### src/rtl/mac_pkg.sv
package mac_pkg;

  // ********************
  // Dimensions
  // ********************

  localparam int MAT_DIM    = 4;
  localparam int ELEM_W     = 16;
  localparam int STEP_W     = 3;
  localparam int IDX_W      = $clog2(MAT_DIM);
  localparam int MUL_STAGES = 2;

  // Start edge to done edge
  localparam int ADD_LATENCY = 2;
  localparam int MUL_LATENCY = MUL_STAGES + 2;

  // ********************
  // Data types
  // ********************

  typedef logic signed [ELEM_W-1:0] elem_t;

  // Element [row][col]
  typedef elem_t [MAT_DIM-1:0][MAT_DIM-1:0] matrix_t;

  // Bit row*MAT_DIM + col
  typedef logic [MAT_DIM*MAT_DIM-1:0] mask_t;

  // ********************
  // Instruction
  // ********************

  typedef enum logic [1:0] {
    OP_ADD    = 2'd0,
    OP_EWMUL  = 2'd1,
    OP_MATMUL = 2'd2
  } op_t;

  typedef struct packed {
    op_t               op;
    logic              sub;
    logic              init_acc;
    logic [MAT_DIM-1:0] row_mask;
    logic [MAT_DIM-1:0] col_mask;
    logic [STEP_W-1:0] dim;
  } instr_t;

  // One step on its way through the datapath
  typedef struct packed {
    logic              valid;
    op_t               op;
    logic [STEP_W-1:0] step;
    logic              first;
    mask_t             mask;
  } issue_t;

endpackage

### src/rtl/mul_array.sv
module mul_array
  import mac_pkg::*;
(
  input  logic    i_clk,
  input  logic    i_rst_n,
  input  logic    i_clear,
  input  matrix_t i_a,
  input  matrix_t i_b,
  input  issue_t  i_issue,
  output matrix_t o_prod,
  output issue_t  o_issue
);

  matrix_t prod_d;
  matrix_t prod_q  [MUL_STAGES];
  issue_t  issue_q [MUL_STAGES];

  // Wrapped result keeps only the low half of each product
  always_comb
  begin
    for (int m = 0; m < MAT_DIM; m++)
    begin
      for (int n = 0; n < MAT_DIM; n++)
      begin
        prod_d[m][n] = elem_t'(i_a[m][n] * i_b[m][n]);
      end
    end
  end

  always_ff @(posedge i_clk)
  begin
    if (i_issue.valid)
      prod_q[0] <= prod_d;
    for (int s = 1; s < MUL_STAGES; s++)
    begin
      if (issue_q[s-1].valid)
        prod_q[s] <= prod_q[s-1];
    end
  end

  // Issue tags ride alongside the products
  always_ff @(posedge i_clk or negedge i_rst_n)
  begin
    if (!i_rst_n)
    begin
      for (int s = 0; s < MUL_STAGES; s++)
        issue_q[s] <= '0;
    end
    else if (i_clear)
    begin
      for (int s = 0; s < MUL_STAGES; s++)
        issue_q[s] <= '0;
    end
    else
    begin
      issue_q[0] <= i_issue;
      for (int s = 1; s < MUL_STAGES; s++)
        issue_q[s] <= issue_q[s-1];
    end
  end

  assign o_prod  = prod_q[MUL_STAGES-1];
  assign o_issue = issue_q[MUL_STAGES-1];

endmodule

### config.mk
export PLATFORM = sky130hd
export DESIGN_NAME = mul_array
export DESIGN_NICKNAME = d
export VERILOG_FILES = /design/src/rtl/mac_pkg.sv /design/src/rtl/mul_array.sv
export SDC_FILE = /design/constraint.sdc
export NUM_CORES = 2
export LEC_CHECK = 0
export BUFFER_PORTS_ARGS = -buffer_cell sky130_fd_sc_hd__clkbuf_2
export CORE_AREA = 2 2 496 498
export DETAILED_ROUTE_END_ITERATION = 7
export DIE_AREA = 0 0 498 500
export HOLD_SLACK_MARGIN = 0.1
export PLACE_DENSITY = 0.57
export SYNTH_ARGS = -nofsm -noshare
export SYNTH_HDL_FRONTEND = slang
export SYNTH_SLANG_ARGS = --single-unit
### constraint.sdc
create_clock -name i_clk -period 7.3 [get_ports i_clk]
set_clock_uncertainty 0.05 [all_clocks]
set_input_delay 0.73 -clock i_clk [delete_from_list [all_inputs] [get_ports i_clk]]
set_output_delay 0.73 -clock i_clk [all_outputs]
set_load 0.01 [all_outputs]
## After elaboration in Yosys (flattened, before gate mapping)

Memories as Yosys holds them, arrays and structs flattened.
Index checks and enable logic that the tools add are counted.

- Output and inout port bits: 279
- RAM bits: 512
- Memories kept: 1
- Word-level logic and storage cells: 32
- Input bits: 538
- Flip-flop bits (word level): 46

- $mul: 16
- Multiplexer cells: 5

Memory list:

| name | words | bits a word | read ports | clocked after Yosys merged registers in | write ports | line | source |
|---|---|---|---|---|---|---|---|
| prod_q | 2 | 256 | 2 | 0 | 2 | mul_array.sv:15 | `matrix_t prod_q [MUL_STAGES];` |

Operators with widths:

| cell | count |
|---|---|
| multiplier 16 x 16 -> 16 bit | 16 |
| two-way mux 46 bit | 1 |
| two-way mux 1 bit | 4 |

## Longest topological paths before layout

- Depth in word-level cells: 2
- Gate-level depth with buffers: 21
- Gate-level depth less buffers: 20

## Least setup slack after synthesis

OpenSTA, ideal clock, no wires.

- Path type: reg2reg
- Start point: register issue_q[45] (netlist bit)
- End point: memory prod_q[0][256] (netlist bit) (enable)
- Setup time: 620 ps
- Data arrival time: 5492 ps
- Stages on the path, launching flop included: 1
- Data required time: 6630 ps
- Path buffers: 0
- Clock period less this slack: 6162 ps
- Setup slack: 1138 ps
- Path through: dfrtp_1

RTL lines:

| element | line | source |
|---|---|---|
| from (decl) | mul_array.sv:16 | `issue_t issue_q [MUL_STAGES];` |
| from (signal, indexed assignment) | mul_array.sv:58 | `issue_q[s] <= issue_q[s-1];` |
| to (decl) | mul_array.sv:15 |  |

==> results.sh <==
export IMPL_outcome="finished, final reports clean"
export IMPL_fin_hold_ws_ps=217
export IMPL_hold_depth=2
export IMPL_via_count=57536
export IMPL_netSwitchingPower_mw=15.9
export IMPL_yosysWarnings=0
export IMPL_grt_max_degree=100
export IMPL_synth_area_per_cell_um2=9.68
export IMPL_cap_violations=0
export IMPL_netlist_area_leader_share_pct=29.8
export IMPL_initial_core_util_pct=34.7
export IMPL_slew_viol_final=0
export IMPL_swShare_pct=44.9
export IMPL_synth_edf_count=512
export IMPL_cts_made_buffers=78
export IMPL_yosys_area_top_type="fa_1"
export IMPL_combPwrFrac_pct=71.1
export IMPL_drt_total_wl_mm=217
export IMPL_cellLeakagePower_nw=45.8
export IMPL_core_mm2=0.244
export IMPL_wire_per_inst_um=17.4
export IMPL_reg2regPathDepth=2
export IMPL_globalplace_congestion=0.907
export IMPL_grt_pass1_vias=63249
export IMPL_fin_crit_ps=5340
export IMPL_grt_overflow=0
export IMPL_power_density_mw_per_mm2=381
export IMPL_insertion_delay_ps=720
export IMPL_required_ps=7720
export IMPL_async_flop_share_pct=8.24
export IMPL_dr_pass1_iters=7
export IMPL_fp_dieW_um=498
export IMPL_cts_resized=0
export IMPL_tightest_slew_ps=919
export IMPL_synthFlopType="edfxtp_1"
export IMPL_cts_tree="yes"
export IMPL_synth_area_mm2=0.0849
export IMPL_yosysSeqAreaShare_pct=19.5
export IMPL_synth_distinct_cells=39
export IMPL_drc=0
export IMPL_root_buffer="clkbuf_16"
export IMPL_htreeDepth=3
export IMPL_setup_slack_ps=1960
export IMPL_synthCells=8765
export IMPL_rsz0062_at_grt="no"
export IMPL_synth_area_leaders="fa_1 (30%), edfxtp_1 (18%), ha_1 (14%)"
export IMPL_period_share_pct=73.2
export IMPL_pre_cts_ws_ps=1270
export IMPL_finalHoldViolCount=0
export IMPL_antenna_found_initial=16
export IMPL_rows=182
export IMPL_worst_setup_path_start_kind="input port"
export IMPL_final_cell_mix="inv_1 (1,991), fa_1 (1,264), nand2_1 (1,137)"
export IMPL_io_pins=817
export IMPL_grt_pass1_wl_mm=349
export IMPL_via_per_inst=4.62
export IMPL_criticalPathCategory="in -> reg"
export IMPL_die_area_mm2=0.249
export IMPL_syn_nets=11543
export IMPL_portBuffers=816
export IMPL_detail_route_antenna_nets=0
export IMPL_dpl_hpwl_mm=176
export IMPL_slew_headroom_pct=38.7
export IMPL_cts_buffer_depth=3
export IMPL_drt_initial_drc_count=2882
export IMPL_ys_ff_latch=558
export IMPL_total_power_mw=35.4
export IMPL_drive_gt1_share_pct=10.6
export IMPL_critPathArrivalTime_ps=5760
export IMPL_intPower_mw=19.5
export IMPL_clk_pin_slew_ps=60
export IMPL_cts_sinks=558
export IMPL_fin_setup_tns_ps=0
export IMPL_p_seq_share_pct=17.5
export IMPL_clockPowerShare_pct=11.4
export IMPL_final_core_utilization_pct=38.0
export IMPL_max_freq_ghz=0.187
export IMPL_timing_critical_path_fanout_max=12
export IMPL_die_h_um=500
export IMPL_post_cts_repair_setup_buffers=0
export IMPL_report_final_setup_viol=0
export IMPL_crit_path_end_kind="flop"
export IMPL_area_growth_syn_to_layout_pct=9.41
export IMPL_hp_class="in -> reg"
export IMPL_fin_nets=11936
export IMPL_grt_usage_pct=17.7
export IMPL_ir_worst_vdd_mv=0.296
export IMPL_layout_commonest_cell="inv_1"
export IMPL_fill_cells=24494
stage by stage:
stage          area (um^2)  instances
2_1_floorplan        84900       8765
3_3_place_gp         90000      12292
3_5_place_dp         90000      12292
4_1_cts              92800      12441
5_1_grt              92800      12451
6_report             92800      12452
registers in the layout, indices dropped and copies added, names as in the netlist:
name	flops
issue_q	23
o_issue	23
prod_q	512
power groups by stage:
| stage | registers (mW) | logic, mW | clock network, mW |
|---|---|---|---|
| final | 6.19 | 25.2 | 4.03 |
| after global routing | 6.29 | 28.8 | 4.33 |
| after CTS | 6.23 | 25.5 | 4.22 |
| after detailed placement | 6.28 | 25.4 | 0 |
| after global placement | 6.27 | 24.9 | 0 |
| after floorplan | 6.00 | 19.3 | 0 |
synth_stat cells (42+ instances only):
cell type and instances:
dfrtp_1 46, o21a_1 52, nand2_1 1137, buf_4 284, and2_1 1041, inv_1 1991, fa_1 1264, a21oi_1 87
nor2_1 147, xor2_1 126, nor3_1 42, ha_1 976, nor2b_1 65, clkbuf_1 202, xnor2_1 490, o21ai_0 44
edfxtp_1 512
worst paths after layout:
check                      slack (ps)        endpoint           start
max                              1960  prod_q[0][206]        i_b[196]
min                               220     issue_q[25]      i_issue[2]
max reg2reg                      4730  prod_q[0][353]     issue_q[45]
min reg2reg                       330  prod_q[0][438]  prod_q[0][182]
max in group asynchronous        6130     issue_q[45]         i_rst_n
min in group asynchronous         560     issue_q[28]         i_rst_n
metal layers:
metal	vias to the layer above	GRT usage [%]	part of all wire, %
met5	-	0	0.016
met4	6	5.61	3.0
met3	323	2.73	5.3
met2	1541	30.4	48
met1	28933	22.8	43
li1	26733	-	-
worst max-delay path: stages:
cell,delay [ps]
clkbuf_2,260
and2_1,240
fa_1,530
inv_1,50
fa_1,470
fa_1,510
fa_1,580
inv_1,60
fa_1,480
inv_1,50
fa_1,480
inv_1,50
ha_1,310
a21oi_1,200
o22ai_1,140
a311o_1,340
a21oi_1,180
xnor2_1,90
layout make-up:
| cell class | count | area [um^2] | share of cell area, % |
|---|---|---|---|
| clock buffers | 92 | 2040 | 2.19 |
| diodes | 11 | 27.5 | 0.0296 |
| clock inverters | 51 | 684 | 0.737 |
| repair buffers | 829 | 4240 | 4.57 |
| multi-input cells | 5700 | 57800 | 62.3 |
| well taps | 3220 | 4030 | 4.34 |
| inverters | 1991 | 7470 | 8.05 |
| flip-flops and latches | 558 | 16500 | 17.8 |
kinds of logic (layout without fill, tap and decap cells):
logic type | after synthesis | in the layout | synth area share (%)
AND/OR/NAND/NOR | 2511 | 2511 | 14.7
other | 0 | 11 | 0
flip-flops | 558 | 558 | 19.5
AO/OA/AOI/OAI | 309 | 309 | 2.33
buffers and inverters | 2507 | 2963 | 12.4
adder cells (fa/ha/maj) | 2240 | 2240 | 44.2
XOR/XNOR | 640 | 640 | 6.94
repair_timing:
item / 4_1_cts / 5_1_grt
hold buffers: 6 / 0
endpoints found under the hold margin: 51 / 0
setup endpoints to repair: 0 / 0
(Power assumes the default switching activity.)
