<file path="src/rtl/mac_pkg.sv">
package mac_pkg;

  // ********************
  // Dimensions
  // ********************

  localparam int MAT_DIM    = 4;
  localparam int ELEM_W     = 16;
  localparam int STEP_W     = 3;
  localparam int IDX_W      = $clog2(MAT_DIM);
  localparam int MUL_STAGES = 2;

  // Start edge to done edge
  localparam int ADD_LATENCY = 2;
  localparam int MUL_LATENCY = MUL_STAGES + 2;

  // ********************
  // Data types
  // ********************

  typedef logic signed [ELEM_W-1:0] elem_t;

  // Element [row][col]
  typedef elem_t [MAT_DIM-1:0][MAT_DIM-1:0] matrix_t;

  // Bit row*MAT_DIM + col
  typedef logic [MAT_DIM*MAT_DIM-1:0] mask_t;

  // ********************
  // Instruction
  // ********************

  typedef enum logic [1:0] {
    OP_ADD    = 2'd0,
    OP_EWMUL  = 2'd1,
    OP_MATMUL = 2'd2
  } op_t;

  typedef struct packed {
    op_t               op;
    logic              sub;
    logic              init_acc;
    logic [MAT_DIM-1:0] row_mask;
    logic [MAT_DIM-1:0] col_mask;
    logic [STEP_W-1:0] dim;
  } instr_t;

  // One step on its way through the datapath
  typedef struct packed {
    logic              valid;
    op_t               op;
    logic [STEP_W-1:0] step;
    logic              first;
    mask_t             mask;
  } issue_t;

endpackage

</file>
<file path="src/rtl/acc_array.sv">
module acc_array
  import mac_pkg::*;
(
  input  logic    i_clk,
  input  logic    i_rst_n,
  input  logic    i_clear,
  input  matrix_t i_add_a,
  input  matrix_t i_add_b,
  input  matrix_t i_prod,
  input  logic    i_sub,
  input  issue_t  i_add_issue,
  input  issue_t  i_mul_issue,
  output matrix_t o_result
);

  matrix_t acc_q;
  matrix_t acc_d;
  matrix_t rhs;
  logic    add_fire;
  logic    mul_fire;

  assign add_fire = i_add_issue.valid && (i_add_issue.op == OP_ADD);
  assign mul_fire = i_mul_issue.valid && (i_mul_issue.op != OP_ADD);

  // Subtract is A + ~B + 1
  always_comb
  begin
    for (int m = 0; m < MAT_DIM; m++)
    begin
      for (int n = 0; n < MAT_DIM; n++)
      begin
        rhs[m][n] = i_sub ? ~i_add_b[m][n] : i_add_b[m][n];
      end
    end
  end

  // ********************
  // Accumulator update
  // ********************

  always_comb
  begin
    acc_d = acc_q;
    for (int m = 0; m < MAT_DIM; m++)
    begin
      for (int n = 0; n < MAT_DIM; n++)
      begin
        if (add_fire && i_add_issue.mask[m*MAT_DIM+n])
          acc_d[m][n] = i_add_a[m][n] + rhs[m][n] + elem_t'(i_sub);
        else if (mul_fire && i_mul_issue.mask[m*MAT_DIM+n])
          // First step starts the sum from zero
          acc_d[m][n] = (i_mul_issue.first ? elem_t'(0) : acc_q[m][n]) + i_prod[m][n];
      end
    end
  end

  always_ff @(posedge i_clk or negedge i_rst_n)
  begin
    if (!i_rst_n)
      acc_q <= '0;
    else if (!i_clear)
      acc_q <= acc_d;
  end

  assign o_result = acc_q;

  // Add results and products never land in the same cycle
  a_one_source: assert property (@(posedge i_clk) disable iff (!i_rst_n)
    !(add_fire && mul_fire));

endmodule

</file>
<file path="config.mk">
export PLATFORM = sky130hd
export DESIGN_NAME = acc_array
export DESIGN_NICKNAME = d
export VERILOG_FILES = /design/src/rtl/mac_pkg.sv /design/src/rtl/acc_array.sv
export SDC_FILE = /design/constraint.sdc
export NUM_CORES = 2
export LEC_CHECK = 0
export BUFFER_PORTS_ARGS = -buffer_cell sky130_fd_sc_hd__buf_4
export CAP_MARGIN = 30
export CELL_PAD_IN_SITES_DETAIL_PLACEMENT = 0
export CELL_PAD_IN_SITES_GLOBAL_PLACEMENT = 1
export CORE_AREA = 5 5 416 418
export CTS_CLUSTER_DIAMETER = 200
export DETAILED_ROUTE_END_ITERATION = 8
export DIE_AREA = 0 0 421 423
export PLACE_DENSITY = 0.63
export SYNTH_ARGS = -nofsm -noshare
export SYNTH_HDL_FRONTEND = slang
export SYNTH_SLANG_ARGS = --single-unit
</file>
<file path="constraint.sdc">
create_clock -name i_clk -period 4.3 [get_ports i_clk]
set_input_delay 0.43 -clock i_clk [delete_from_list [all_inputs] [get_ports i_clk]]
set_output_delay 0.43 -clock i_clk [all_outputs]
set_load 0.01 [all_outputs]
</file>
After elaboration in Yosys (flattened, before gate mapping)
Cells that the tools add are included.

Flip-flop bits (word level): 256. Output and inout port bits: 256.

Mux-type cells: 64. Bitwise gates (word level): 17. Add/sub/neg operators: 48. Reduce and logical (&&, ||, !) cells: 68.

Operators with widths (count): $mux 16 (64); $add 16x16->16 (32); $add 16x2->16 (16); $not 16->16 (16); $logic_and 1x1->1 (34); $reduce_bool 2->1 (17); $reduce_and 2->1 (16); $logic_not 2->1 (1); $not 1->1 (1).

Longest topological paths before layout
Depth after elaboration: 5. Depth in mapped cells: 16. Mapped depth without buffers: 12.

Worst setup path before layout
No wires, ideal clock.

Path kind: input to register. Start: in i_mul_issue[16] (netlist bit). End: reg acc_q (netlist bit o_result[110]). Stages on the path: 16. Setup slack: 130 ps. Arrival time: 4044 ps. Setup time: 126 ps. Buffers on the path: 4. Cell sequence: clkbuf_1 -> clkbuf_1 -> clkbuf_1 -> clkbuf_1 -> nor2b_1 -> ha_1 -> fa_1 -> a21o_1 -> a21oi_1 -> o21ai_0 -> a31o_2 -> a41o_1 -> o41ai_2 -> o21ai_0 -> xor2_1 -> a221o_1.

Longest elaborated chain between the ends: 4.

Ends and longest elaborated chain: start, declared (RTL line acc_array.sv:12) `input issue_t i_mul_issue,`; $mux 16 (RTL line acc_array.sv:52) `acc_d[m][n] = (i_mul_issue.first ? elem_t'(0) : acc_q[m][n]) + i_prod[m][n];`; $add 16x16->16 (RTL line acc_array.sv:52); $mux 16 (RTL line acc_array.sv:50) `else if (mul_fire && i_mul_issue.mask[m*MAT_DIM+n])`; $mux 16 (RTL line acc_array.sv:48) `if (add_fire && i_add_issue.mask[m*MAT_DIM+n])`; end signal, assigned (RTL line acc_array.sv:60) `acc_q <= '0;`; end signal, assigned (RTL line acc_array.sv:62) `acc_q <= acc_d;`; end, declared (RTL line acc_array.sv:16) `matrix_t acc_q;`.

Every way passes these cells. The select of a mux whose other input is x is not followed. A chain may end at the register's enable or synchronous reset.

Worst setup path after layout
Start: reg acc_q (netlist bit o_result[0]). End: reg acc_q (netlist bit o_result[14]).

Longest elaborated chain between the ends: 4.

Ends and longest elaborated chain (RTL line): $mux 16 (acc_array.sv:52); $add 16x16->16 (acc_array.sv:52); $mux 16 (acc_array.sv:50); $mux 16 (acc_array.sv:48).

Every way passes these cells. The select of a mux whose other input is x is not followed.

==> results.cfg <==
[status]
status = finished, final reports clean

[sta]
final-hold-violation-count = 0
setup_viol = 0
period_share_pct = 83.2
fin_setup_tns_ps = 0
drv_slew = 0
layout_min_cycle_time_ps = 3580
max_slew_margin_pct = 35.1
grt_setup_unrepaired = false
max_freq_mhz = 279
finalClockSkew_ps = 22.1
tightestPinTransition_ps = 974

[route]
first_pass_iters = 8
drc_errors = 0
drt_iter0_drc = 2034
avgViaCountPerCell = 4.77
drtAntennaViolNets = 0
vias = 37700
wl_per_cell_um = 23.0
wl_um = 182000

[setup_path]
start_kind = register
worstPathMaxFanout = 3
worstPathCellList = nor2b_1 > ha_1 > fa_1 > a21oi_1 > o21ai_0 > a2111oi_0 > o21ai_0 > buf_4 > o41ai_1 > buf_4 > o21ai_0 > xor2_1 > mux2i_1 > o21ai_0
crit_path_max_incr_delay_ps = 640
critPathKind = reg2reg
endpoint_kind = register
rr_worst_depth = 14
cp_common_cell = o21ai_0
ff2ff_setup_slack_ps = 720
timing.rr.start = o_result[0]
worstPathArrival_ps = 4020
slowest_stage = a2111oi_0
r2r-end = o_result[14]
worstPathRequired_ps = 4740

[logic_synthesis]
synth_cells = 4583
syn_area_mm2 = 0.0362
synth-seq-area-share_pct = 17.7
ys_types = 89
synth_edf_count = 0
ys_ff_latch = 256
synth_nets = 5929
syn_avg_cell_area_um2 = 7.91
yosysWarnings = 0
synthArstFlopShare_pct = 100
ys_dominant_reg_cell = dfrtp_1

[hold_path]
hold_depth = 3
worstHoldEndpoint = o_result[236]
hold_class = in2reg
hold_start = i_add_issue[14]

[pwr]
clkPwrFrac_pct = 18.5
seqPwrFrac_pct = 21.1
power_density_mw_per_mm2 = 416
switchingPower_mw = 8.96
p_int_mw = 11.4
p_sw_share_pct = 44.1
p_leak_nw = 22.9
peakVddDrop_uv = 214
combPwrFrac_pct = 60.3

[global_routing]
grt_use_total_pct = 19.3
grt_pass1_vias = 37000
antenna_found_initial = 46
gr-total-overflow = 0
grt_max_degree = 78
grt_pass1_wl_um = 258000

[finish]
multi_input_area_mm2 = 0.0291
largest_reg_flops = 256
final_core_util_pct = 28.9
nNetsFinal = 6982
final_common_cell = buf_4
final_cell_mix = 1140 x buf_4, 496 x ha_1, 456 x nand2_1
fillers = 18300
ff_latch_area_mm2 = 0.00641
area.growth.synth_to_final_pct = 34.7
drive_gt1_share_pct = 23.1

[place]
dp_hpwl_um = 155000
io_buffers = 1066
gp_congestion = 0.967

[die]
die_w_um = 421
rows = 151
pin_count = 1074
die_y_um = 423
die_area_mm2 = 0.178
coreArea_mm2 = 0.169
start_util_pct = 21.5

[clocking]
cts.clk_slew.worst_paths_ps = 60
cts_tree = yes
clock_latency_ps = 600
ctsHtreeMaxLevel = 2
postCtsResizedCells = 0
clk_path_buf_depth = 3
cts.sinks = 256
clockRootBuffer = clkbuf_16
cts_inserted_buffers = 42

[flow_run]
cap_viol_max_count = 0
Yosys cell counts (25+ instances only):
library cell / instances / area [um^2]
or3_1: 27 / 169
a31oi_1: 78 / 488
nor2_1: 381 / 1430
o21a_1: 47 / 353
nand4_1: 25 / 156
nand2_1: 456 / 1710
o21ai_0: 372 / 1860
dfrtp_1: 256 / 6410
inv_1: 64 / 240
clkbuf_1: 111 / 417
and3_1: 43 / 269
nor3_1: 81 / 405
xnor2_1: 292 / 2560
nand3_1: 71 / 355
nand2b_1: 39 / 244
xor2_1: 361 / 3160
a211oi_1: 53 / 398
ha_1: 496 / 6210
a21oi_1: 409 / 2050
fa_1: 32 / 641
o21bai_1: 31 / 233
buf_1: 29 / 109
nor2b_1: 287 / 1800
o211ai_1: 32 / 240
a21o_1: 150 / 1130
critical path, delay by kind of cell, from the launching register on:
family | cells | cell delay (ps)
adder cells (fa/ha/maj) | 2 | 650
multiplexers | 1 | 120
flip-flops | 1 | 390
buffers and inverters | 2 | 380
XOR/XNOR | 1 | 150
AND/OR/NAND/NOR | 1 | 140
AO/OA/AOI/OAI | 7 | 1610
cell type report:
class                      count  area share [%]
tap                         2218            5.68
timing repair buffer        1154            18.0
inverter                      64           0.492
clock inverter                 6           0.177
antenna                       32           0.164
clock buffer                  72            2.84
sequential                   256            13.1
multi-input combinational   4118            59.5
through the flow:
step                setup slack (ps)  cells  cell area, um^2  power, mW  hold WS, ps
global route                     300   7914            48800       21.9          107
floorplan                        130   4583            36200       11.5          134
finish                           722   7920            48800       20.3          134
CTS                              620   7888            48800       20.6         68.8
global placement                 332   7808            47300       16.6          482
detailed placement               337   7809            47300       16.6          490
layer usage:
layer	wire length (um)	global-route usage, %	share of wire (%)
met5	55	0	0.030
met4	7240	7.61	4.0
met3	9370	3.51	5.2
met2	90500	34.3	50
met1	74700	23.0	41
worst max-delay path by stage:
stage,start,endpoint,slack [ps],cells past startpoint
floorplan,i_mul_issue[16],o_result[110],130,16
global placement,i_mul_issue[16],o_result[14],330,15
detailed placement,i_sub,o_result[191],340,14
CTS,o_result[0],o_result[14],620,14
global route,o_result[0],o_result[14],300,14
finish,o_result[0],o_result[14],720,14
power by group through the flow:
stage | clock, mW | combinational, mW | sequential, mW
floorplan | 0 | 7.05 | 4.45
global placement | 0 | 12.3 | 4.31
detailed placement | 0 | 12.3 | 4.33
CTS | 3.93 | 12.4 | 4.31
global route | 3.98 | 13.5 | 4.43
finish | 3.77 | 12.3 | 4.30
what timing repair did:
item / in CTS / in global routing
endpoints found under the setup margin: 0 / 0
hold buffers: 1 / 0
hold endpoints to repair: 72 / 0
buffers inserted: 0 / 0
cells by family after synthesis:
kind of cell	after synthesis	synth area share, %
AND/OR/NAND/NOR	1491	19.6
AO/OA/AOI/OAI	1401	24.5
XOR/XNOR	653	15.8
adder cells (fa/ha/maj)	528	18.9
flip-flops	256	17.7
buffers and inverters	209	2.22
multiplexers	45	1.34
(Power assumes the default switching activity.)
