$ cat src/rtl/mac_pkg.sv
package mac_pkg;

  // ********************
  // Dimensions
  // ********************

  localparam int MAT_DIM    = 4;
  localparam int ELEM_W     = 16;
  localparam int STEP_W     = 3;
  localparam int IDX_W      = $clog2(MAT_DIM);
  localparam int MUL_STAGES = 2;

  // Start edge to done edge
  localparam int ADD_LATENCY = 2;
  localparam int MUL_LATENCY = MUL_STAGES + 2;

  // ********************
  // Data types
  // ********************

  typedef logic signed [ELEM_W-1:0] elem_t;

  // Element [row][col]
  typedef elem_t [MAT_DIM-1:0][MAT_DIM-1:0] matrix_t;

  // Bit row*MAT_DIM + col
  typedef logic [MAT_DIM*MAT_DIM-1:0] mask_t;

  // ********************
  // Instruction
  // ********************

  typedef enum logic [1:0] {
    OP_ADD    = 2'd0,
    OP_EWMUL  = 2'd1,
    OP_MATMUL = 2'd2
  } op_t;

  typedef struct packed {
    op_t               op;
    logic              sub;
    logic              init_acc;
    logic [MAT_DIM-1:0] row_mask;
    logic [MAT_DIM-1:0] col_mask;
    logic [STEP_W-1:0] dim;
  } instr_t;

  // One step on its way through the datapath
  typedef struct packed {
    logic              valid;
    op_t               op;
    logic [STEP_W-1:0] step;
    logic              first;
    mask_t             mask;
  } issue_t;

endpackage

$ cat src/rtl/operand_route.sv
module operand_route
  import mac_pkg::*;
(
  input  logic    i_clk,
  input  logic    i_rst_n,
  input  logic    i_clear,
  input  logic    i_start,
  input  instr_t  i_instr,
  input  matrix_t i_mat_a,
  input  matrix_t i_mat_b,
  input  issue_t  i_issue,
  output matrix_t o_mul_a,
  output matrix_t o_mul_b,
  output matrix_t o_add_a,
  output matrix_t o_add_b,
  output logic    o_sub,
  output issue_t  o_issue
);

  matrix_t          a_q;
  matrix_t          b_q;
  logic             sub_q;
  matrix_t          mul_a_d;
  matrix_t          mul_b_d;
  matrix_t          mul_a_q;
  matrix_t          mul_b_q;
  issue_t           issue_q;
  logic [IDX_W-1:0] k;

  // Operand capture at the start edge
  always_ff @(posedge i_clk)
  begin
    if (i_start)
    begin
      a_q <= i_mat_a;
      b_q <= i_mat_b;
    end
  end

  always_ff @(posedge i_clk or negedge i_rst_n)
  begin
    if (!i_rst_n)
      sub_q <= 1'b0;
    else if (i_start)
      sub_q <= i_instr.sub;
  end

  assign k = i_issue.step[IDX_W-1:0];

  // ********************
  // Step operands
  // ********************

  // Outer product k: column k of A times row k of B
  always_comb
  begin
    mul_a_d = a_q;
    mul_b_d = b_q;
    if (i_issue.op == OP_MATMUL)
    begin
      for (int m = 0; m < MAT_DIM; m++)
      begin
        for (int n = 0; n < MAT_DIM; n++)
        begin
          mul_a_d[m][n] = a_q[m][k];
          mul_b_d[m][n] = b_q[k][n];
        end
      end
    end
  end

  always_ff @(posedge i_clk)
  begin
    if (i_issue.valid)
    begin
      mul_a_q <= mul_a_d;
      mul_b_q <= mul_b_d;
    end
  end

  always_ff @(posedge i_clk or negedge i_rst_n)
  begin
    if (!i_rst_n)
      issue_q <= '0;
    else if (i_clear)
      issue_q <= '0;
    else
      issue_q <= i_issue;
  end

  assign o_mul_a = mul_a_q;
  assign o_mul_b = mul_b_q;
  assign o_add_a = a_q;
  assign o_add_b = b_q;
  assign o_sub   = sub_q;
  assign o_issue = issue_q;

endmodule

$ cat config.mk
export PLATFORM = sky130hd
export DESIGN_NAME = operand_route
export DESIGN_NICKNAME = d
export VERILOG_FILES = /design/src/rtl/mac_pkg.sv /design/src/rtl/operand_route.sv
export SDC_FILE = /design/constraint.sdc
export NUM_CORES = 1
export LEC_CHECK = 0
export BUFFER_PORTS_ARGS = -buffer_cell sky130_fd_sc_hd__buf_2
export CAP_MARGIN = 40
export CORE_AREA = 2 2 629 631
export CTS_CLUSTER_SIZE = 40
export DETAILED_ROUTE_END_ITERATION = 6
export DIE_AREA = 0 0 631 633
export PLACE_DENSITY = 0.33
export SLEW_MARGIN = 20
export SYNTH_ARGS = -nofsm -noshare
export SYNTH_HDL_FRONTEND = slang
export SYNTH_SLANG_ARGS = --single-unit
$ cat constraint.sdc
create_clock -name i_clk -period 1.2 [get_ports i_clk]
set_clock_uncertainty 0.1 [all_clocks]
set_input_delay 0.3 -clock i_clk [delete_from_list [all_inputs] [get_ports i_clk]]
set_output_delay 0.3 -clock i_clk [all_outputs]
set_load 0.05 [all_outputs]
### After elaboration in Yosys (flattened, before gate mapping)

Cells that the tools add are included.
Widths: inputs -> output; s select.

| cells by class | value |
|---|---|
| $add $sub $neg | 0 |
| $mul | 0 |
| divide/modulo/power cells | 0 |
| $lt $le $gt $ge | 1 |
| equality and inequality tests | 1 |
| shift operators | 0 |
| multiplexer cells | 13 |
| bitwise gates (word level) | 0 |
| reduce and logical (&&, ||, !) cells | 0 |

Operators with widths:

| operator | count |
|---|---|
| $mux 256 | 2 |
| $bmux 16 s2 | 4 |
| $bmux 64 s2 | 1 |
| $mux 16 | 4 |
| $mux 64 | 1 |
| $mux 23 | 1 |
| $lt 2x3->1 const B | 1 |
| $eq 2x2->1 const B | 1 |

| storage, ports and cells | value |
|---|---|
| bits in registers | 1,048 |
| latch bits | 0 |
| memory bits (writable) | 0 |
| bits in read-only memories | 0 |
| input port bits | 554 |
| output and inout port bits | 1,048 |
| word-level logic and storage cells | 85 |
| memories kept | 0 |

### Longest topological paths before layout

Gate-level depths: netlist (run 1).

| depth | value |
|---|---|
| depth in word-level cells | 3 |
| mapped depth | 6 |
| gate-level depth less buffers | 3 |

### Least setup slack after synthesis (run 1)

Ideal clock, no wire load.

| path | value |
|---|---|
| path kind | input port to flip-flop |
| start | in i_issue[17] in the netlist's numbering |
| end | reg mul_b_q (netlist bit o_mul_b[173]) (data pin) |
| library setup time | 0.254 ns |
| arrival | 1.313 ns |
| required time | 0.846 ns |
| slack | -0.467 ns |
| stages | 6 |
| cell sequence | buf_4 buf_6 buf_2 mux2i_1 o22ai_2 a21o_1 |

RTL lines:

| item | line | RTL |
|---|---|---|
| from (decl) | operand_route.sv:11 | `input issue_t i_issue,` |
| to (signal assigned) | operand_route.sv:77 | `mul_b_q <= mul_b_d;` |
| to (decl) | operand_route.sv:26 | `matrix_t mul_b_q;` |

### Worst setup path after layout (run 1)

| path | value |
|---|---|
| start | reg a_q (netlist bit o_add_a[238]) |
| end | out o_add_a[238] in the netlist's numbering |

RTL lines:

| item | line | RTL |
|---|---|---|
| from (decl) | operand_route.sv:20 | `matrix_t a_q;` |
| from (signal assigned) | operand_route.sv:35 | `a_q <= i_mat_a;` |
| to (decl) | operand_route.sv:14 | `output matrix_t o_add_a,` |

No word-level cell between the ends.

==> flow_metrics.py, run 1 <==
metrics = {
    "status": {
        "status": "complete, but fails checks",
        "violations": "setup timing",
    },
    "power": {
        "power_mw": 126,
        "p_leak_nw": 38.5,
        "p_per_area_nw_per_um2": 1430,
        "swShare": 0.327,
        "p_int_mw": 85.0,
        "p_seq_frac": 0.369,
        "power_frac_comb": 0.294,
        "clock_power_share": 0.337,
        "max-vdd-ir-drop_v": 0.00105,
        "p_sw_mw": 41.2,
    },
    "sta": {
        "fin_crit_sh": 1.77,
        "setup_viol": 2578,
        "worstMarginPinSlew_ns": 0.818,
        "fin_ws_ns": -0.925,
        "min_period_ns": 2.12,
        "hold_viol": 0,
        "final_max_slew_viol_count": 0,
        "slew_headroom": 0.453,
        "setup_tns_ns": -1300.62,
        "fmax_mhz": 471,
        "rsz0062_at_grt": "true",
    },
    "logic_synthesis": {
        "seq_area_frac_synth": 0.782,
        "yosysUniqueCellTypes": 15,
        "synth_area_per_cell_um2": 19.2,
        "yosysWarnings": 0,
        "syn_area_um2": 40100,
        "syn_nets": 2641,
        "synth_seq_cells": 1048,
        "postSynthCellCount": 2087,
    },
    "global_route": {
        "grt_pass1_vias": 36200,
        "busiest_layer": "met2",
        "track_usage": 0.139,
        "grt_remaining_overflow": 0,
        "antenna_found_initial": 24,
        "met2_usage": 0.255,
        "use_met3": 0.0466,
        "grt_max_degree": 57,
        "grt_pass1_wl_mm": 367,
        "use_met1": 0.149,
    },
    "placed_design": {
        "dp_hpwl_mm": 243,
        "port_buffers": 1587,
        "gp_congestion": 0.874,
        "place_ws_ns": -0.953,
        "place_area_um2": 65800,
    },
    "floorplanning": {
        "pin_count": 1602,
        "start_util": 0.102,
        "dieWidth_um": 631,
        "die_h_um": 633,
        "core_area_um2": 392000,
        "rows": 230,
        "die_area_um2": 399000,
    },
    "routing": {
        "vias": 35200,
        "wl_mm": 292,
        "dr.pass1.iters": 5,
        "drc": 0,
        "drtIter0Drc": 1801,
        "detail-route-antenna-nets": 0,
        "vias_per_cell": 3.20,
        "wl_per_cell_um": 26.5,
    },
    "critical_path": {
        "reg2reg_slack_ns": -0.56,
        "crit_path_end": "o_add_a[238]",
        "end_kind": "output pin",
        "cp_slowest_stage_delay_ns": 0.46,
        "critPathSlowestCell": "edfxtp_1",
        "critical_path_class": "register to output pin",
        "rr_worst_depth": 5,
        "critical_path.cell_chain": "buf_6 -> buf_6 -> buf_12",
        "rr_endpoint": "o_mul_b[254]",
        "cp_common_cell": "buf_6",
        "r2r-start": "o_add_b[190]",
        "setup.worst_path.start_class": "register",
        "critPathArrivalTime_ns": 1.72,
        "cp_max_fo": 2,
        "cp_data_required_time_ns": 0.80,
        "critPathLaunch": "o_add_a[238]",
    },
    "final_layout": {
        "multi_input_area_um2": 8180,
        "drive_above_1_share": 0.546,
        "post-route-util": 0.226,
        "seq_area_um2": 31400,
        "synthToLayoutAreaGrowth_pct": 121,
        "nFillCells": 41500,
        "final_cell_area_um2": 88400,
        "fin_nets": 6257,
    },
    "min_path": {
        "hold_path.class": "input port to register",
    },
    "clock_network": {
        "cts_root_buf": "clkbuf_16",
        "cts_buffer_depth": 4,
        "clk_latency_ns": 0.82,
        "clkTransAtPathRegs_ns": 0.05,
        "h-tree-depth": 4,
        "cts_sinks": 1048,
        "numCtsBuffers": 146,
        "cts_hold_buf": 744,
        "cts_tree": "built",
    },
    "flow_run": {
        "drv_cap": 0,
    },
}
## state kept, by name, indices dropped and copies added (netlist names)
register	count
o_add_b	256
o_mul_a	256
o_issue	23
o_add_a	256
o_sub	1
o_mul_b	256
## worst max-delay path, delay by kind of cell, from the launching register on
family / cells / cell delay [ns]
DFF: 1 / 0.46
buffers and inverters: 3 / 0.43
## layer usage
| layer | share of wire | vias up |
|---|---|---|
| met2 | 0.52 | 1275 |
| met5 | 0.00022 | - |
| met4 | 0.038 | 10 |
| met1 | 0.36 | 18000 |
| met3 | 0.078 | 331 |
| li1 | - | 15700 |
## logic make-up (layout without fill, tap and decap cells)
family                 after synthesis  count (layout)  synth area share
AOI/OAI and AO/OA                  640             640             0.135
muxes                              257             257            0.0642
buffers and inverters              116            3833            0.0154
other                                0               7                 0
and+or+nand+nor                     26              26           0.00415
DFF                               1048            1048             0.782
## worst min-delay path by stage
stage           startpoint           end  slack (ns)  depth (start not counted)
4_1_cts        i_issue[21]  o_mul_b[125]       -0.08                          4
5_1_grt        i_issue[21]  o_mul_b[125]       -0.03                          4
3_5_place_dp       i_rst_n   o_issue[13]        0.16                          2
6_report       i_issue[21]  o_mul_b[125]        0.04                          4
3_3_place_gp       i_rst_n   o_issue[13]        0.15                          2
2_1_floorplan      i_rst_n    o_issue[0]        -0.1                          0
## cells in the mapped netlist
cell,instances,area share
clkbuf_1,55,0.0051
buf_6,15,0.0042
nand2b_1,1,0.00016
dfrtp_1,24,0.015
a21o_1,512,0.096
o22ai_2,120,0.037
edfxtp_1,1024,0.77
mux2i_1,256,0.064
buf_2,41,0.0051
mux2_2,1,0.00028
nor2b_1,23,0.0036
or3b_1,1,0.00022
nand3b_1,1,0.00019
o22ai_1,8,0.0012
buf_4,5,0.00094
## layout make-up
cell class / instances / share of cell area
timing repair buffer: 3584 / 0.428
tap: 5220 / 0.0739
sequential: 1048 / 0.354
antenna: 7 / 0.000198
clock inverter: 77 / 0.00857
clock buffer: 172 / 0.0425
multi-input combinational: 923 / 0.0925
## power by group through the flow
stage	logic, mW	registers (mW)	clock network [mW]
2_1_floorplan	3.36	56.2	0
3_3_place_gp	29.6	47.3	0
3_5_place_dp	29.6	47.2	0
4_1_cts	34.4	46.6	44.1
5_1_grt	38.5	46.9	45.4
6_report	37.1	46.6	42.5
## stage by stage
stage,std cells,hold slack [ns]
finish,11000,0.0388
global route,11000,-0.0309
CTS,10700,-0.0803
detailed placement,9490,0.156
global placement,9490,0.151
floorplan,2087,-0.0956
## cell usage in the layout (no fill, tap or decap), drive strengths merged, types with 4 or more instances in the layout
| cell type | Yosys | final |
|---|---|---|
| bufinv | 0 | 10 |
| diode | 0 | 7 |
| a21o | 512 | 512 |
| dfrtp | 24 | 24 |
| clkbuf | 55 | 173 |
| dlygate4sd3 | 0 | 744 |
| nor2b | 23 | 23 |
| o22ai | 128 | 128 |
| clkinvlp | 0 | 4 |
| clkinv | 0 | 52 |
| buf | 61 | 2839 |
| edfxtp | 1024 | 1024 |
| inv | 0 | 11 |
| mux2i | 256 | 256 |
## timing repair
item                                    4_1_cts  5_1_grt
resized for setup                           805     1320
endpoints found under the setup margin     1557     2578
endpoints found under the hold margin       759        1
buffers inserted                            241      300
(Power assumes the default switching activity.)
==> run 2, diff against run 1 <==
--- a/config.mk
+++ b/config.mk
@@ -12,6 +12,7 @@
 export DETAILED_ROUTE_END_ITERATION = 6
 export DIE_AREA = 0 0 631 633
 export PLACE_DENSITY = 0.33
+export SETUP_SLACK_MARGIN = 0.5
 export SLEW_MARGIN = 20
 export SYNTH_ARGS = -nofsm -noshare
 export SYNTH_HDL_FRONTEND = slang
==> run 2 against run 1 <==
Against the previous run:
- the run ends with hold timing, setup timing left
- sequential power barely moved
- cell area is 2.3% lower
- global-route usage fell by 0.071 points
- combinational power shrank 1%
- register-to-register slack about the same
- die area unchanged
- sequential share of layout area is 0.85 points higher
- via count down 2.8%
- worst setup slack gained 0.024 ns
- utilization down 0.53 points
==> flow_metrics.py, run 2 (synthesis results as in run 1) <==
metrics = {
    "final_layout": {
        "seq_area_um2": 31400,
        "fin_nets": 6050,
        "layout_commonest_cell": "edfxtp_1",
        "final_cell_mix": "edfxtp_1, buf_2, buf_4, buf_12, buf_6",
        "nFillCells": 41600,
        "multi_input_area_um2": 8180,
        "drive_above_1_share": 0.566,
        "synthToLayoutAreaGrowth_pct": 115,
    },
    "sta": {
        "fmax_mhz": 476,
        "fin_ws_ns": -0.901,
        "fin_crit_sh": 1.75,
        "setup_viol": 1560,
        "hold_ws_ns": -0.135,
        "slew_headroom": 0.672,
        "final_max_slew_viol_count": 0,
        "rsz0062_at_grt": "true",
        "min_period_ns": 2.10,
        "worstMarginPinSlew_ns": 0.493,
        "hold_viol": 38,
        "setup_tns_ns": -891.05,
    },
    "global_route": {
        "grt_pass1_wl_mm": 364,
        "track_usage": 0.138,
        "antenna_found_initial": 24,
        "grt_remaining_overflow": 0,
        "grt_pass1_vias": 35300,
        "grt_max_degree": 57,
    },
    "power": {
        "p_per_area_nw_per_um2": 1450,
        "max-vdd-ir-drop_v": 0.00105,
        "power_mw": 126,
        "p_leak_nw": 37.6,
    },
    "critical_path": {
        "critPathArrivalTime_ns": 1.70,
        "worst-path-stages": 3,
        "critical_path.cell_chain": "buf_6 -> buf_6 -> buf_12",
        "cp_slowest_stage_delay_ns": 0.44,
        "critical_path_class": "register to output pin",
        "cp_data_required_time_ns": 0.80,
        "end_kind": "output pin",
        "rr_worst_depth": 5,
        "cp_max_fo": 2,
        "cp_common_cell": "buf_6",
        "crit_buf_inv": 3,
        "setup.worst_path.start_class": "register",
        "critPathLaunch": "o_add_a[238]",
        "r2r-start": "o_add_b[190]",
        "crit_family": "flip-flops",
        "critPathSlowestCell": "edfxtp_1",
    },
    "clock_network": {
        "cts_sinks": 1048,
        "cts_root_buf": "clkbuf_16",
        "clk_latency_ns": 0.84,
        "numCtsBuffers": 146,
        "cts_hold_buf": 537,
        "cts_tree": "built",
        "clkTransAtPathRegs_ns": 0.05,
        "cts_buffer_depth": 4,
        "h-tree-depth": 4,
    },
    "floorplanning": {
        "pin_count": 1602,
        "die_h_um": 633,
        "rows": 230,
        "die_area_um2": 399000,
        "core_area_um2": 392000,
        "dieWidth_um": 631,
        "start_util": 0.102,
    },
    "placed_design": {
        "gp_congestion": 0.874,
        "dp_hpwl_mm": 243,
        "port_buffers": 1587,
    },
    "min_path": {
        "hold_depth": 2,
        "hold_path.class": "input port to register",
        "hp-start": "i_issue[22]",
    },
    "flow_run": {
        "drv_cap": 0,
    },
    "status": {
        "violations": "hold timing, setup timing",
        "status": "complete, but fails checks",
    },
    "routing": {
        "wl_mm": 291,
        "dr.pass1.iters": 5,
        "drtIter0Drc": 1742,
        "vias_per_cell": 3.16,
        "wl_per_cell_um": 26.9,
        "vias": 34300,
        "detail-route-antenna-nets": 0,
        "drc": 0,
    },
}
## run 2: cell types whose count changed in the layout (fill, tap and decap cells not counted), sizes merged
cell,previous run,this run
diode,7,6
dlygate4sd3,744,537
## run 2: repair_timing
action / in CTS / in global routing
endpoints found under the hold margin: 759 / 116
endpoints found under the setup margin: 1561 / 1587
setup buffers: 241 / 300
gates resized for setup: 805 / 1324
cloned: 0 / 0
## run 2: cell type report
| cell class | instances | share of cell area |
|---|---|---|
| sequential | 1048 | 0.363 |
| clock buffer | 172 | 0.0435 |
| timing repair buffer | 3377 | 0.414 |
| tap | 5220 | 0.0756 |
| antenna | 6 | 0.000174 |
| multi-input combinational | 923 | 0.0947 |
| clock inverter | 77 | 0.00878 |
## run 2: path summary, 6_finish.rpt
check                                     to  slack [ns]
worst max-delay path            o_add_a[238]       -0.90
worst min-delay path            o_mul_b[249]       -0.13
worst max register to register  o_mul_b[254]       -0.57
worst min register to register  o_mul_b[227]        0.50
max in group asynchronous         o_issue[3]        0.42
min in group asynchronous        o_issue[13]        0.39
## run 2: power breakdown
part           switching [mW]  total, mW  internal, mW  leakage, nW
registers                2.65       46.6          44.0         10.4
clock network            17.8       42.5          24.7         2.21
logic                    20.6       36.6          15.9         25.0
total                    41.1        126          84.6         37.6
## run 2: worst register-to-register path, cell delays in order, from the launching register on
cell	delay (ns)
edfxtp_1	0.47
buf_4	0.18
buf_4	0.13
mux2i_1	0.25
o22ai_2	0.16
a21o_1	0.22
## run 2: per-stage QoR
stage          cells  instance area (um2)  setup WS (ns)   util
5_1_grt        10800                86400          -1.03  0.220
2_1_floorplan   2087                40300         -0.335      -
4_1_cts        10500                80300          -1.08  0.205
3_5_place_dp    9490                65800         -0.953  0.168
6_report       10800                86400         -0.901  0.220
3_3_place_gp    9490                65800         -0.950  0.168
## run 2: per-layer routing
| metal | up-vias | part of all wire | global-route usage |
|---|---|---|---|
| li1 | 15300 | - | - |
| met1 | 17500 | 0.37 | 0.149 |
| met2 | 1166 | 0.52 | 0.253 |
| met3 | 296 | 0.075 | 0.0459 |
| met4 | 6 | 0.035 | 0.0389 |
| met5 | - | 0.00013 | 0 |
